File: config.mk
export PLATFORM = sky130hd
export DESIGN_NAME = uart_cmd_top
export DESIGN_NICKNAME = d
export VERILOG_FILES = /design/src/verilog/uart_cmd_pkg.sv /design/src/verilog/cmd_if.sv /design/src/verilog/uart_rx.sv /design/src/verilog/cmd_decoder.sv /design/src/verilog/acc_execute.sv /design/src/verilog/uart_tx.sv /design/src/verilog/uart_cmd_top.sv
export SDC_FILE = /design/constraint.sdc
export NUM_CORES = 1
export LEC_CHECK = 0
export ABC_CLOCK_PERIOD_IN_PS = 4800
export BUFFER_PORTS_ARGS = -buffer_cell sky130_fd_sc_hd__buf_2
export CORE_ASPECT_RATIO = 1.4
export CORE_MARGIN = 10
export CORE_UTILIZATION = 40
export DETAILED_ROUTE_END_ITERATION = 6
export GPL_TIMING_DRIVEN = 1
export PLACE_DENSITY = 0.58
export SYNTH_ARGS = -nofsm -noshare
export SYNTH_HDL_FRONTEND = slang
export SYNTH_SLANG_ARGS = --single-unit
File: constraint.sdc
create_clock -name clk_i -period 4.8 [get_ports clk_i]
set_clock_uncertainty 0.15 [all_clocks]
set_input_delay 0 -clock clk_i [delete_from_list [all_inputs] [get_ports clk_i]]
set_output_delay 0 -clock clk_i [all_outputs]
set_load 0.03 [all_outputs]
File: src/verilog/uart_cmd_pkg.sv
package uart_cmd_pkg;

    // Decoded command opcodes. Unknown opcode bytes map to OP_BAD
    typedef enum logic [2:0] {
        OP_LOAD,
        OP_ADD,
        OP_XOR,
        OP_READ,
        OP_BAD
    } opcode_e;

    typedef enum logic [1:0] {
        RX_IDLE,
        RX_START,
        RX_DATA,
        RX_STOP
    } rx_state_e;

    typedef enum logic [1:0] {
        TX_IDLE,
        TX_START,
        TX_DATA,
        TX_STOP
    } tx_state_e;

    // Queue depth in the execute block, also the decoder's starting credit
    localparam int CMD_CREDITS = 2;

    // Wide enough to hold 0..CMD_CREDITS
    localparam int CREDIT_W = $clog2(CMD_CREDITS + 1);

    // Queue pointer width
    localparam int PTR_W = $clog2(CMD_CREDITS);

    // Response to an unknown opcode
    localparam logic [7:0] ERR_CODE = 8'hEE;

    // Opcode byte values on the wire
    localparam logic [7:0] OPB_LOAD = 8'h80;
    localparam logic [7:0] OPB_ADD  = 8'h81;
    localparam logic [7:0] OPB_XOR  = 8'h82;
    localparam logic [7:0] OPB_READ = 8'h83;

endpackage

File: src/verilog/cmd_if.sv
`timescale 1ns/1ps

interface cmd_if;
    import uart_cmd_pkg::*;

    // Command from decoder to execute queue
    logic       cmd_valid;
    opcode_e    cmd_op;
    logic [7:0] cmd_operand;

    // One pulse per freed queue entry
    logic       credit_ret;

    modport issuer (
        output cmd_valid,
        output cmd_op,
        output cmd_operand,
        input  credit_ret
    );

    modport queue (
        input  cmd_valid,
        input  cmd_op,
        input  cmd_operand,
        output credit_ret
    );

endinterface

File: src/verilog/uart_rx.sv
`timescale 1ns/1ps

module uart_rx (
    input  logic        clk_i,
    input  logic        rstn_i,
    input  logic [15:0] baud_div_i,
    input  logic        rx_i,
    output logic [7:0]  rx_data_o,
    output logic        rx_valid_o
);
    import uart_cmd_pkg::*;

    rx_state_e   state;
    logic [15:0] cnt;
    logic [2:0]  bit_idx;
    logic        rx_prev;
    logic [15:0] half_div;
    logic        half_end;
    logic        bit_end;

    assign half_div = {1'b0, baud_div_i[15:1]};
    assign half_end = (cnt == half_div - 16'd1);
    assign bit_end  = (cnt == baud_div_i - 16'd1);

    always_ff @(posedge clk_i) begin
        if (!rstn_i) begin
            state      <= RX_IDLE;
            cnt        <= 16'd0;
            bit_idx    <= 3'd0;
            rx_prev    <= 1'b1;
            rx_valid_o <= 1'b0;
        end else begin
            rx_prev    <= rx_i;
            rx_valid_o <= 1'b0;
            case (state)
                RX_IDLE: begin
                    // Only a real falling edge starts a frame
                    if (rx_prev && !rx_i) begin
                        state <= RX_START;
                        cnt   <= 16'd0;
                    end
                end
                RX_START: begin
                    if (half_end) begin
                        cnt     <= 16'd0;
                        bit_idx <= 3'd0;
                        // Glitch on the line, back to idle
                        state   <= rx_i ? RX_IDLE : RX_DATA;
                    end else begin
                        cnt <= cnt + 16'd1;
                    end
                end
                RX_DATA: begin
                    if (bit_end) begin
                        cnt     <= 16'd0;
                        bit_idx <= bit_idx + 3'd1;
                        if (bit_idx == 3'd7) begin
                            state <= RX_STOP;
                        end
                    end else begin
                        cnt <= cnt + 16'd1;
                    end
                end
                RX_STOP: begin
                    if (bit_end) begin
                        cnt        <= 16'd0;
                        // Framing error drops the byte
                        rx_valid_o <= rx_i;
                        state      <= RX_IDLE;
                    end else begin
                        cnt <= cnt + 16'd1;
                    end
                end
                default: state <= RX_IDLE;
            endcase
        end
    end

    // Data bits land LSB first
    always_ff @(posedge clk_i) begin
        if (state == RX_DATA && bit_end) begin
            rx_data_o[bit_idx] <= rx_i;
        end
    end

endmodule

File: src/verilog/cmd_decoder.sv
`timescale 1ns/1ps

module cmd_decoder (
    input  logic       clk_i,
    input  logic       rstn_i,
    input  logic [7:0] rx_data_i,
    input  logic       rx_valid_i,
    cmd_if.issuer      cmd
);
    import uart_cmd_pkg::*;

    logic                op_pending;
    opcode_e             op_q;
    opcode_e             op_dec;
    logic [CREDIT_W-1:0] credit_cnt;
    logic                issue;

    always_comb begin
        case (rx_data_i)
            OPB_LOAD: op_dec = OP_LOAD;
            OPB_ADD:  op_dec = OP_ADD;
            OPB_XOR:  op_dec = OP_XOR;
            OPB_READ: op_dec = OP_READ;
            default:  op_dec = OP_BAD;
        endcase
    end

    // Operand byte completes the command; without a credit it is dropped
    assign issue = rx_valid_i && op_pending && (credit_cnt != '0);

    always_ff @(posedge clk_i) begin
        if (!rstn_i) begin
            op_pending    <= 1'b0;
            cmd.cmd_valid <= 1'b0;
            credit_cnt    <= CREDIT_W'(CMD_CREDITS);
        end else begin
            cmd.cmd_valid <= issue;

            if (rx_valid_i) begin
                if (!op_pending) begin
                    // Data bytes are ignored while waiting for an opcode
                    if (rx_data_i[7]) begin
                        op_pending <= 1'b1;
                    end
                end else begin
                    op_pending <= 1'b0;
                end
            end

            case ({issue, cmd.credit_ret})
                2'b10:   credit_cnt <= credit_cnt - CREDIT_W'(1);
                2'b01:   credit_cnt <= credit_cnt + CREDIT_W'(1);
                default: credit_cnt <= credit_cnt;
            endcase
        end
    end

    always_ff @(posedge clk_i) begin
        if (rx_valid_i && !op_pending && rx_data_i[7]) begin
            op_q <= op_dec;
        end
        if (issue) begin
            cmd.cmd_op      <= op_q;
            cmd.cmd_operand <= rx_data_i;
        end
    end

endmodule

File: src/verilog/acc_execute.sv
`timescale 1ns/1ps

module acc_execute (
    input  logic       clk_i,
    input  logic       rstn_i,
    cmd_if.queue       cmd,
    input  logic       tx_busy_i,
    output logic [7:0] res_data_o,
    output logic       res_valid_o
);
    import uart_cmd_pkg::*;

    opcode_e             q_op      [CMD_CREDITS];
    logic [7:0]          q_operand [CMD_CREDITS];
    logic [PTR_W-1:0]    wr_ptr;
    logic [PTR_W-1:0]    rd_ptr;
    logic [CREDIT_W-1:0] q_count;
    logic                q_empty;
    logic                push;
    logic                pop;
    logic [7:0]          acc;
    logic [7:0]          acc_next;

    assign q_empty = (q_count == '0);
    assign push    = cmd.cmd_valid;
    assign pop     = !q_empty && !tx_busy_i;

    always_comb begin
        acc_next = acc;
        case (q_op[rd_ptr])
            OP_LOAD: acc_next = q_operand[rd_ptr];
            OP_ADD:  acc_next = acc + q_operand[rd_ptr];
            OP_XOR:  acc_next = acc ^ q_operand[rd_ptr];
            default: acc_next = acc;
        endcase
    end

    // Execute cycle: response and freed credit go out together
    assign res_data_o     = (q_op[rd_ptr] == OP_BAD) ? ERR_CODE : acc_next;
    assign res_valid_o    = pop;
    assign cmd.credit_ret = pop;

    always_ff @(posedge clk_i) begin
        if (!rstn_i) begin
            wr_ptr  <= '0;
            rd_ptr  <= '0;
            q_count <= '0;
            acc     <= 8'd0;
        end else begin
            if (push) begin
                wr_ptr <= wr_ptr + PTR_W'(1);
            end
            if (pop) begin
                rd_ptr <= rd_ptr + PTR_W'(1);
                acc    <= acc_next;
            end
            if (push && !pop) begin
                q_count <= q_count + CREDIT_W'(1);
            end else if (pop && !push) begin
                q_count <= q_count - CREDIT_W'(1);
            end
        end
    end

    always_ff @(posedge clk_i) begin
        if (push) begin
            q_op[wr_ptr]      <= cmd.cmd_op;
            q_operand[wr_ptr] <= cmd.cmd_operand;
        end
    end

endmodule

File: src/verilog/uart_tx.sv
`timescale 1ns/1ps

module uart_tx (
    input  logic        clk_i,
    input  logic        rstn_i,
    input  logic [15:0] baud_div_i,
    input  logic [7:0]  res_data_i,
    input  logic        res_valid_i,
    output logic        tx_o,
    output logic        tx_busy_o
);
    import uart_cmd_pkg::*;

    tx_state_e   state;
    logic [15:0] cnt;
    logic [2:0]  bit_idx;
    logic [7:0]  shreg;
    logic        bit_end;

    assign bit_end = (cnt == baud_div_i - 16'd1);

    always_ff @(posedge clk_i) begin
        if (!rstn_i) begin
            state     <= TX_IDLE;
            cnt       <= 16'd0;
            bit_idx   <= 3'd0;
            tx_o      <= 1'b1;
            tx_busy_o <= 1'b0;
        end else begin
            case (state)
                TX_IDLE: begin
                    if (res_valid_i) begin
                        state     <= TX_START;
                        cnt       <= 16'd0;
                        tx_o      <= 1'b0;
                        tx_busy_o <= 1'b1;
                    end
                end
                TX_START: begin
                    if (bit_end) begin
                        cnt     <= 16'd0;
                        bit_idx <= 3'd0;
                        tx_o    <= shreg[0];
                        state   <= TX_DATA;
                    end else begin
                        cnt <= cnt + 16'd1;
                    end
                end
                TX_DATA: begin
                    if (bit_end) begin
                        cnt     <= 16'd0;
                        bit_idx <= bit_idx + 3'd1;
                        if (bit_idx == 3'd7) begin
                            tx_o  <= 1'b1;
                            state <= TX_STOP;
                        end else begin
                            tx_o <= shreg[0];
                        end
                    end else begin
                        cnt <= cnt + 16'd1;
                    end
                end
                TX_STOP: begin
                    if (bit_end) begin
                        cnt       <= 16'd0;
                        tx_busy_o <= 1'b0;
                        state     <= TX_IDLE;
                    end else begin
                        cnt <= cnt + 16'd1;
                    end
                end
                default: state <= TX_IDLE;
            endcase
        end
    end

    // Shift out LSB first, next bit always sits at shreg[0]
    always_ff @(posedge clk_i) begin
        if (state == TX_IDLE && res_valid_i) begin
            shreg <= res_data_i;
        end else if ((state == TX_START || state == TX_DATA) && bit_end) begin
            shreg <= {1'b0, shreg[7:1]};
        end
    end

endmodule

File: src/verilog/uart_cmd_top.sv
`timescale 1ns/1ps

module uart_cmd_top (
    input  logic        clk_i,
    input  logic        rstn_i,
    input  logic [15:0] baud_div_i,
    input  logic        rx_i,
    output logic        tx_o,
    output logic        tx_busy_o
);

    logic [7:0] rx_data;
    logic       rx_valid;
    logic [7:0] res_data;
    logic       res_valid;

    cmd_if cmd_bus ();

    uart_rx u_rx (
        .clk_i      (clk_i),
        .rstn_i     (rstn_i),
        .baud_div_i (baud_div_i),
        .rx_i       (rx_i),
        .rx_data_o  (rx_data),
        .rx_valid_o (rx_valid)
    );

    cmd_decoder u_dec (
        .clk_i      (clk_i),
        .rstn_i     (rstn_i),
        .rx_data_i  (rx_data),
        .rx_valid_i (rx_valid),
        .cmd        (cmd_bus.issuer)
    );

    // Execute block holds commands while the transmitter is busy
    acc_execute u_exec (
        .clk_i       (clk_i),
        .rstn_i      (rstn_i),
        .cmd         (cmd_bus.queue),
        .tx_busy_i   (tx_busy_o),
        .res_data_o  (res_data),
        .res_valid_o (res_valid)
    );

    uart_tx u_tx (
        .clk_i       (clk_i),
        .rstn_i      (rstn_i),
        .baud_div_i  (baud_div_i),
        .res_data_i  (res_data),
        .res_valid_i (res_valid),
        .tx_o        (tx_o),
        .tx_busy_o   (tx_busy_o)
    );

endmodule

==> results.txt, run 1 <==
----------------------------------------------------
[Critical path]
  CP max-delay cell ... sky130_fd_sc_hd__dfxtp_1
  Largest driver fanout on the critical path ... 15
  Req. time, crit path ... between 4 and 5 ns
  Nature of the critical path endpoint ... register
  Crit-path max cell delay ... around 0.74 ns
  Type of the setup path with the least slack ... register to register
  Cell repeated most along the worst path ... sky130_fd_sc_hd__o21ai_0
  Chain of cells forming the critical path ... mux2_2 > ha_1 > inv_1 > fa_1 > nor2b_1 > o21ai_0 > a21boi_0 > o21ai_0 > a31oi_1 > o21ai_0 > and2_1 > a21oi_1
  Critical path buffer and inverter count ... 1
  Arrival time worst endpoint ... around 3.5 ns
  Gate family responsible for the most delay along the worst path ... compound AO/OA/AOI/OAI gates
  Worst setup SP type ... register

[Power and ir drop]
  Clock share of power ... 34.4%
  Combinational power share ... a little under a third
  Total power of the final layout ... around 3.5 mW
  Worst vdd ir ... ~250 uV
  Internal cell power ... about 2.3 mW
  Leakage power summed over all cells ... 2.89 nW
  Switching component of the power ... about 1.3 mW
  Power density cells ... ~440 nW/um^2
  Switching share of power ... between 30% and 40%
  Sequential power share ... 35.4%

[Timing]
  Worst slack on hold paths ... between 0.1 and 0.15 ns
  Final Hold Fails ... 0
  Setup repair after global routing missed its margin ... false
  Fmax ... approximately 290 MHz
  Worst-case setup margin in the final layout ... between 1 and 1.5 ns
  Worst slew pin tran ... ~0.95 ns
  Final slew viol count ... 0
  Fin crit share ... between 70% and 80%
  Setup TNS after final layout ... 0 ns
  Setup-violating endpoint count in the final report ... 0
  Relative slew slack ... between 30% and 40%
  Time the final worst path needs with I/O delays and setup ... 3.49 ns

[Global routing]
  Via count of the first global-routing pass ... about 5.8k
  Global-route wire length before repair ... approximately 29,000 um
  Remaining Overflow, GRT ... 0
  Pin count of the biggest net entering global routing ... 29
  Number of antenna violations at the first check in global routing ... 0
  Overall Global Routing Usage ... 14.7%

[Die]
  # rows ... between 50 and 60
  Area of the die ... between 20,000 and 25,000 sq um
  Number of placed I/O pins ... 21
  Starting utilization of the core area ... roughly two fifths
  Die height ... approximately 180 um
  Core Box Area ... approximately 18,000 sq um
  Die Span X ... about 130 um

[Clocking]
  Number of buffers added by the clock tree synthesis step ... 17
  Sinks on the clock net ... roughly 120
  # resized after CTS ... 0
  Max Buffers Root-to-Sink ... 2
  Root Buffer ... sky130_fd_sc_hd__clkbuf_16
  Max H-tree Level ... 4
  CTS tree ... yes
  Reg clk slew, reported paths ... approximately 0.060 ns
  Worst-Skew Late Latency ... 0.42 ns

[Cells and area]
  Fillers ... 1,785
  Ratio of cells with drive above 1 in the final layout ... between 10% and 20%
  Commonest non-fill, non-tap cells in the layout ... 70 x sky130_fd_sc_hd__nand2_1, 69 x sky130_fd_sc_hd__nor2_1, 63 x sky130_fd_sc_hd__dfxtp_1, 53 x sky130_fd_sc_hd__a21oi_1, 52 x sky130_fd_sc_hd__edfxtp_1
  Post-layout util ... between 40% and 50%
  Diodes inserted ... 0
  Leading cell type in the layout, fill and taps excluded ... sky130_fd_sc_hd__nand2_1
  Final cell count without fillers ... ~1.1k
  Area Overhead vs Synth ... 11.2%
  Post-Layout Inst Area ... 8020 sq um
  Nets@finish ... between 800 and 900

[Placement]
  Detail Placement HPWL ... 12,600 um
  Routability-driven placement congestion ratio ... approximately 0.86
  Instance area after placement ... roughly 7400 sq um
  Worst Setup Slack post-DPL ... 1.25 ns
  Cell total after placement ... 1,021
  Total of buffers placed on input and output ports ... 20

[Synthesis]
  Synthesized Nets ... around 850
  Cell area after synthesis ... slightly above 7000 sq um
  Sequential element share of the synthesized area ... between 30 and 40%
  Number of cells produced by synthesis ... around 800
  Top cells by area, synth ... sky130_fd_sc_hd__edfxtp_1 22%, sky130_fd_sc_hd__dfxtp_1 17%, sky130_fd_sc_hd__ha_1 4.3%
  Top-area cell type share of the netlist area ... roughly 22%
  Yosys reg bits ... around 120
  Post-synth top flop ... sky130_fd_sc_hd__dfxtp_1
  Number of synthesis warnings ... 0
  Biggest area consumer among synthesized cells ... sky130_fd_sc_hd__edfxtp_1
  Number of distinct library cells after synthesis ... 84
  EDFF count, synth ... 52
  FFs w/ async S/R, synth ... 0%
  Mapped Avg Cell Area ... approximately 9.0 sq um

[Route]
  Via/cell ratio ... ~5.6
  Initial drt markers ... 294
  Vias post-DR ... between 5k and 6k
  Routed len/inst ... 16.2 um
  Number of nets with antenna violations after routing ... 0
  Count of TritonRoute iterations in the first routing pass ... 5
  Routed WL ... approximately 17,000 um
  DR DRC count ... 0

[Job]
  Number of violations of the max-capacitance limit ... 0

[Run status]
  Status ... finished clean

[Min path]
  Type of the most critical hold path ... primary input to register

----------------------------------------------------
[layout make-up]
type / instances / area, sq um / share of cell area [%]
clock buffer: 17 / 425 / 5.31
clock inverter: 15 / 148 / 1.84
inverter: 30 / 113 / 1.40
multi-input combinational: 613 / 4050 / 50.6
sequential: 115 / 2820 / 35.2
tap: 240 / 300 / 3.75
timing repair buffer: 26 / 153 / 1.90
[power by group through the flow]
stage | clock network (mW) | logic [mW] | registers [mW]
2_1_floorplan | 0 | 0.847 | 1.24
3_3_place_gp | 0 | 1.07 | 1.28
3_5_place_dp | 0 | 1.07 | 1.28
4_1_cts | 1.25 | 1.08 | 1.26
5_1_grt | 1.30 | 1.22 | 1.27
6_report | 1.22 | 1.07 | 1.25
[routing by layer]
metal  share of wire [%]  up-vias  track usage, %  routed length (um)
met5                   0        -               0                   0
met4                 2.7        0            6.77                 461
met3                 2.9       34            3.08                 494
met2                  52      108            26.1                8800
met1                  43     2806            16.5                7320
li1                    -     2929               -                   -
[tightest hold or removal path: stages]
cell	delay [ns]
sky130_fd_sc_hd__buf_2	0.17
sky130_fd_sc_hd__xnor2_1	0.09
sky130_fd_sc_hd__xnor2_1	0.13
sky130_fd_sc_hd__nor3_1	0.07
sky130_fd_sc_hd__nand4_2	0.13
sky130_fd_sc_hd__nor2_1	0.05
[registers in the layout, indices dropped and copies added, names as in the netlist, 6 cells and up, named ones only]
signal	cells
u_dec.cmd.cmd_operand	8
u_exec.acc	8
u_exec.q_op	6
u_exec.q_operand	16
u_rx.cnt	16
u_rx.rx_data_o	8
u_tx.cnt	16
u_tx.shreg	8
[repair_timing]
| item | in CTS | in global routing |
|---|---|---|
| hold buffers | 3 | 0 |
| buffers inserted | 0 | 0 |
| hold endpoints to repair | 24 | 0 |
[cell families after synthesis]
logic type	after synthesis	share of synthesized area, %
AO/OA/AOI/OAI	206	18.8
multiplexers	21	3.12
flip-flops	115	39.2
XOR/XNOR	60	7.29
buffers and inverters	74	4.62
AND/OR/NAND/NOR	300	22.4
adder cells (fa/ha/maj)	26	4.62
[synthesized netlist by cell type (3+ instances only)]
cell type                   n
sky130_fd_sc_hd__nand2_1   70
sky130_fd_sc_hd__nor2_1    69
sky130_fd_sc_hd__dfxtp_1   63
sky130_fd_sc_hd__a21oi_1   53
sky130_fd_sc_hd__edfxtp_1  52
sky130_fd_sc_hd__o21ai_0   50
sky130_fd_sc_hd__xnor2_1   32
sky130_fd_sc_hd__inv_1     29
sky130_fd_sc_hd__xor2_1    28
sky130_fd_sc_hd__nand3_1   27
sky130_fd_sc_hd__ha_1      25
sky130_fd_sc_hd__and3_1    21
sky130_fd_sc_hd__clkbuf_1  20
sky130_fd_sc_hd__a31oi_1   18
sky130_fd_sc_hd__nor3_1    17
sky130_fd_sc_hd__buf_2     14
sky130_fd_sc_hd__nand2b_1  14
sky130_fd_sc_hd__mux2_2    12
sky130_fd_sc_hd__nand4_1   12
sky130_fd_sc_hd__nor2b_1   12
sky130_fd_sc_hd__a21o_1    10
sky130_fd_sc_hd__o22ai_1   10
sky130_fd_sc_hd__mux2i_1    9
sky130_fd_sc_hd__and2_1     8
sky130_fd_sc_hd__nor3b_1    8
sky130_fd_sc_hd__nor4_1     7
sky130_fd_sc_hd__o211ai_1   7
sky130_fd_sc_hd__and4_1     4
sky130_fd_sc_hd__buf_4      4
sky130_fd_sc_hd__nand3b_1   4
sky130_fd_sc_hd__o22a_1     4
sky130_fd_sc_hd__a211o_1    3
sky130_fd_sc_hd__a211oi_1   3
sky130_fd_sc_hd__a21boi_0   3
sky130_fd_sc_hd__a22o_1     3
sky130_fd_sc_hd__a32oi_1    3
sky130_fd_sc_hd__buf_1      3
sky130_fd_sc_hd__buf_6      3
sky130_fd_sc_hd__o21ai_1    3
sky130_fd_sc_hd__o221a_2    3
sky130_fd_sc_hd__or3_1      3
[path summary, 6_finish.rpt]
path | start | cells after the start | slack (ns) | endpoint
hold reg to reg | u_dec.op_q[0] | 0 | 0.27 | u_dec.cmd.cmd_op[0]
setup reg to reg | register | 12 | 1.31 | u_tx.shreg[6]
hold / removal | baud_div_i[15] | 6 | 0.12 | u_rx.rx_valid_o
setup / recovery | register | 12 | 1.31 | u_tx.shreg[6]
Power figures use the tool's default switching activity.
==> inputs of run 2 (changes only) <==
ABC_CLOCK_PERIOD_IN_PS = 3100   (was 4800)
PLACE_DENSITY = 0.6   (was 0.58)
clock period = 3.1 ns   (was 4.8 ns; I/O delays follow)
==> run 2 against run 1 <==
Compared with the run above:
- largest cell class unchanged
- critical endpoint is now u_tx.shreg[7]
- non-clock buffer count rose by 25
- cell count rose by 2.4%
- fmax rose by 18%
==> results.txt, run 2 (same netlist as run 1, synthesis figures left out) <==
----------------------------------------------------
[Die]
  Number of placed I/O pins ... 21 (unchanged)
  Starting utilization of the core area ... 40.4% (unchanged)
  # rows ... 58 (unchanged)
  Area of the die ... 23,900 sq um (unchanged)
  Die height ... 179 um (unchanged)
  Core Box Area ... 17,900 sq um (unchanged)
  Die Span X ... 133 um (unchanged)

[Power and ir drop]
  Leakage power summed over all cells ... 3.01 nW (+4.1%)
  Worst vdd ir ... 348 uV (+39%)
  Power density cells ... 671 nW/um^2 (+52%)

[Global routing]
  Global-route wire length before repair ... 29,000 um (+1.5%)
  Remaining Overflow, GRT ... 0 (unchanged)
  Number of antenna violations at the first check in global routing ... 0 (unchanged)
  Overall Global Routing Usage ... 14.9% (+0.24 points)
  Via count of the first global-routing pass ... 5,901 (+2.3%)
  Pin count of the biggest net entering global routing ... 29 (unchanged)

[Timing]
  Fin crit share ... 95.8% (+23 points)
  Fmax ... 337 MHz (+18%)
  Relative slew slack ... 38.0% (+1.2 points)
  Worst-case setup margin in the final layout ... 0.130 ns (-1.18 ns)
  Setup-violating endpoint count in the final report ... 0 (unchanged)
  Final Hold Fails ... 0 (unchanged)
  Time the final worst path needs with I/O delays and setup ... 2.97 ns (-0.521 ns)
  Setup TNS after final layout ... 0 ns (unchanged)
  Worst slew pin tran ... 0.928 ns (-0.0183 ns)
  Worst slack on hold paths ... 0.276 ns (+0.161 ns)
  Setup repair after global routing missed its margin ... false
  Final slew viol count ... 0 (unchanged)

[Placement]
  Detail Placement HPWL ... 12,900 um (+2.5%)
  Worst Setup Slack post-DPL ... -0.156 ns (-1.41 ns)
  Routability-driven placement congestion ratio ... 0.872 (+1.3%)
  Cell total after placement ... 1,046 (+2.4%)
  Total of buffers placed on input and output ports ... 20 (unchanged)

[Route]
  DR DRC count ... 0 (unchanged)
  Count of TritonRoute iterations in the first routing pass ... 5 (unchanged)
  Routed WL ... 17,300 um (+1.2%)
  Routed len/inst ... 16.0 um (-1.2%)
  Via/cell ratio ... 5.54 (-0.53%)
  Vias post-DR ... 5,984 (+1.8%)
  Number of nets with antenna violations after routing ... 0 (unchanged)
  Initial drt markers ... 324 (+10%)

[Clocking]
  CTS tree ... yes
  Sinks on the clock net ... 115 (unchanged)
  Max H-tree Level ... 4 (unchanged)
  Root Buffer ... sky130_fd_sc_hd__clkbuf_16
  Max Buffers Root-to-Sink ... 2 (unchanged)
  Reg clk slew, reported paths ... 0.06 ns (about the same)
  Worst-Skew Late Latency ... 0.42 ns (about the same)
  Number of buffers added by the clock tree synthesis step ... 17 (unchanged)

[Critical path]
  Chain of cells forming the critical path ... mux2_4 > ha_1 > a21o_1 > a21oi_2 > nor2b_1 > o21a_1 > o41a_1 > buf_4 > o31ai_1 > a21oi_1 > a21oi_1
  Worst setup SP type ... register
  Req. time, crit path ... 3.22 ns (-1.58 ns)
  Type of the setup path with the least slack ... register to register
  Nature of the critical path endpoint ... register
  R2R Setup Slk ... 0.13 ns (-1.18 ns)
  Largest driver fanout on the critical path ... 5 (-10)
  Crit-path max cell delay ... 0.40 ns (-0.34 ns)
  Arrival time worst endpoint ... 3.09 ns (-0.40 ns)
  Cell repeated most along the worst path ... sky130_fd_sc_hd__a21oi_1
  CP max-delay cell ... sky130_fd_sc_hd__o41a_1

[Job]
  Number of violations of the max-capacitance limit ... 0 (unchanged)

[Cells and area]
  Leading cell type in the layout, fill and taps excluded ... sky130_fd_sc_hd__nand2_1
  Diodes inserted ... 0 (unchanged)
  Area Overhead vs Synth ... 13.5%
  Multi-input gate area in the final layout ... 4070 sq um (+0.43%)
  Nets@finish ... 873 (+2.9%)
  Fillers ... 1,809 (+1.3%)
  Commonest non-fill, non-tap cells in the layout ... 70 x sky130_fd_sc_hd__nand2_1, 69 x sky130_fd_sc_hd__nor2_1, 62 x sky130_fd_sc_hd__dfxtp_1, 52 x sky130_fd_sc_hd__a21oi_1, 52 x sky130_fd_sc_hd__edfxtp_1
  Ratio of cells with drive above 1 in the final layout ... 13.9% (+3.0 points)
  Register cell area after layout ... 2820 sq um (about the same)
  Regs by FF count ... u_exec.q_operand: 16 flops, u_rx.cnt: 16 flops, u_tx.cnt: 16 flops
  Final cell count without fillers ... 1,081 (+2.4%)

[Min path]
  Type of the most critical hold path ... register to register

[Run status]
  Status ... finished clean

----------------------------------------------------
## run 2: changes by cell type in the layout (fill, tap and decap cells not counted), moves of 2 or more
cell	before	now
sky130_fd_sc_hd__buf_4	3	29
sky130_fd_sc_hd__o21ai_0	50	48
sky130_fd_sc_hd__inv_6	5	3
sky130_fd_sc_hd__clkinv_2	0	2
sky130_fd_sc_hd__o21ai_1	3	5
sky130_fd_sc_hd__clkbuf_1	0	2
## run 2: layout make-up
type | instances | share of cell area [%]
clock buffers | 19 | 5.29
clock inverters | 13 | 1.27
inverters | 30 | 1.38
multi-input cells | 613 | 49.8
flip-flops and latches | 115 | 34.5
well taps | 240 | 3.67
repair buffers | 51 | 4.13
## run 2: through the flow
stage	instance area (sq um)	utilization [%]	total power [mW]
2_1_floorplan	7220	-	3.25
3_3_place_gp	7600	42.6	3.71
3_5_place_dp	7600	42.6	3.72
4_1_cts	8170	45.8	5.51
5_1_grt	8180	45.8	5.83
6_report	8180	45.8	5.49
## run 2: layer usage
metal | vias up | routed length (um) | GRT usage, %
met5 | - | 0 | 0
li1 | 2984 | - | -
met3 | 38 | 533 | 2.89
met4 | 0 | 637 | 8.59
met2 | 128 | 8930 | 26.7
met1 | 2834 | 7180 | 16.1
## run 2: power breakdown
| part | total, mW | leakage, nW | switching (mW) | internal (mW) |
|---|---|---|---|---|
| combinational | 1.80 | 1.78 | 1.09 | 0.706 |
| clock | 1.77 | 0.252 | 0.743 | 1.03 |
| sequential | 1.92 | 0.979 | 0.127 | 1.79 |
| total | 5.49 | 3.01 | 1.96 | 3.53 |
## run 2: worst paths after layout
kind / from / end / cells past startpoint
worst max-delay path: register / u_tx.shreg[7] / 11
worst min register to register: u_dec.op_q[2] / u_dec.cmd.cmd_op[2] / 0
worst max register to register: register / u_tx.shreg[7] / 11
worst min-delay path: u_dec.op_q[2] / u_dec.cmd.cmd_op[2] / 0
## run 2: worst max-delay path: cells and delay by family (launching register included)
| family | cells | cell delay, ns |
|---|---|---|
| buffers and inverters | 1 | 0.18 |
| AO/OA/AOI/OAI | 7 | 1.42 |
| multiplexers | 1 | 0.32 |
| adder cells (fa/ha/maj) | 1 | 0.30 |
| flip-flops | 1 | 0.36 |
| AND/OR/NAND/NOR | 1 | 0.08 |
## run 2: repair_timing
| action | CTS | global route |
|---|---|---|
| pin swaps | 1 | 2 |
| resized for setup | 2 | 6 |
| buffers inserted | 1 | 0 |
| hold buffers | 2 | 0 |
| endpoints found under the setup margin | 1 | 11 |
| gates cloned | 0 | 0 |
| endpoints found under the hold margin | 24 | 0 |
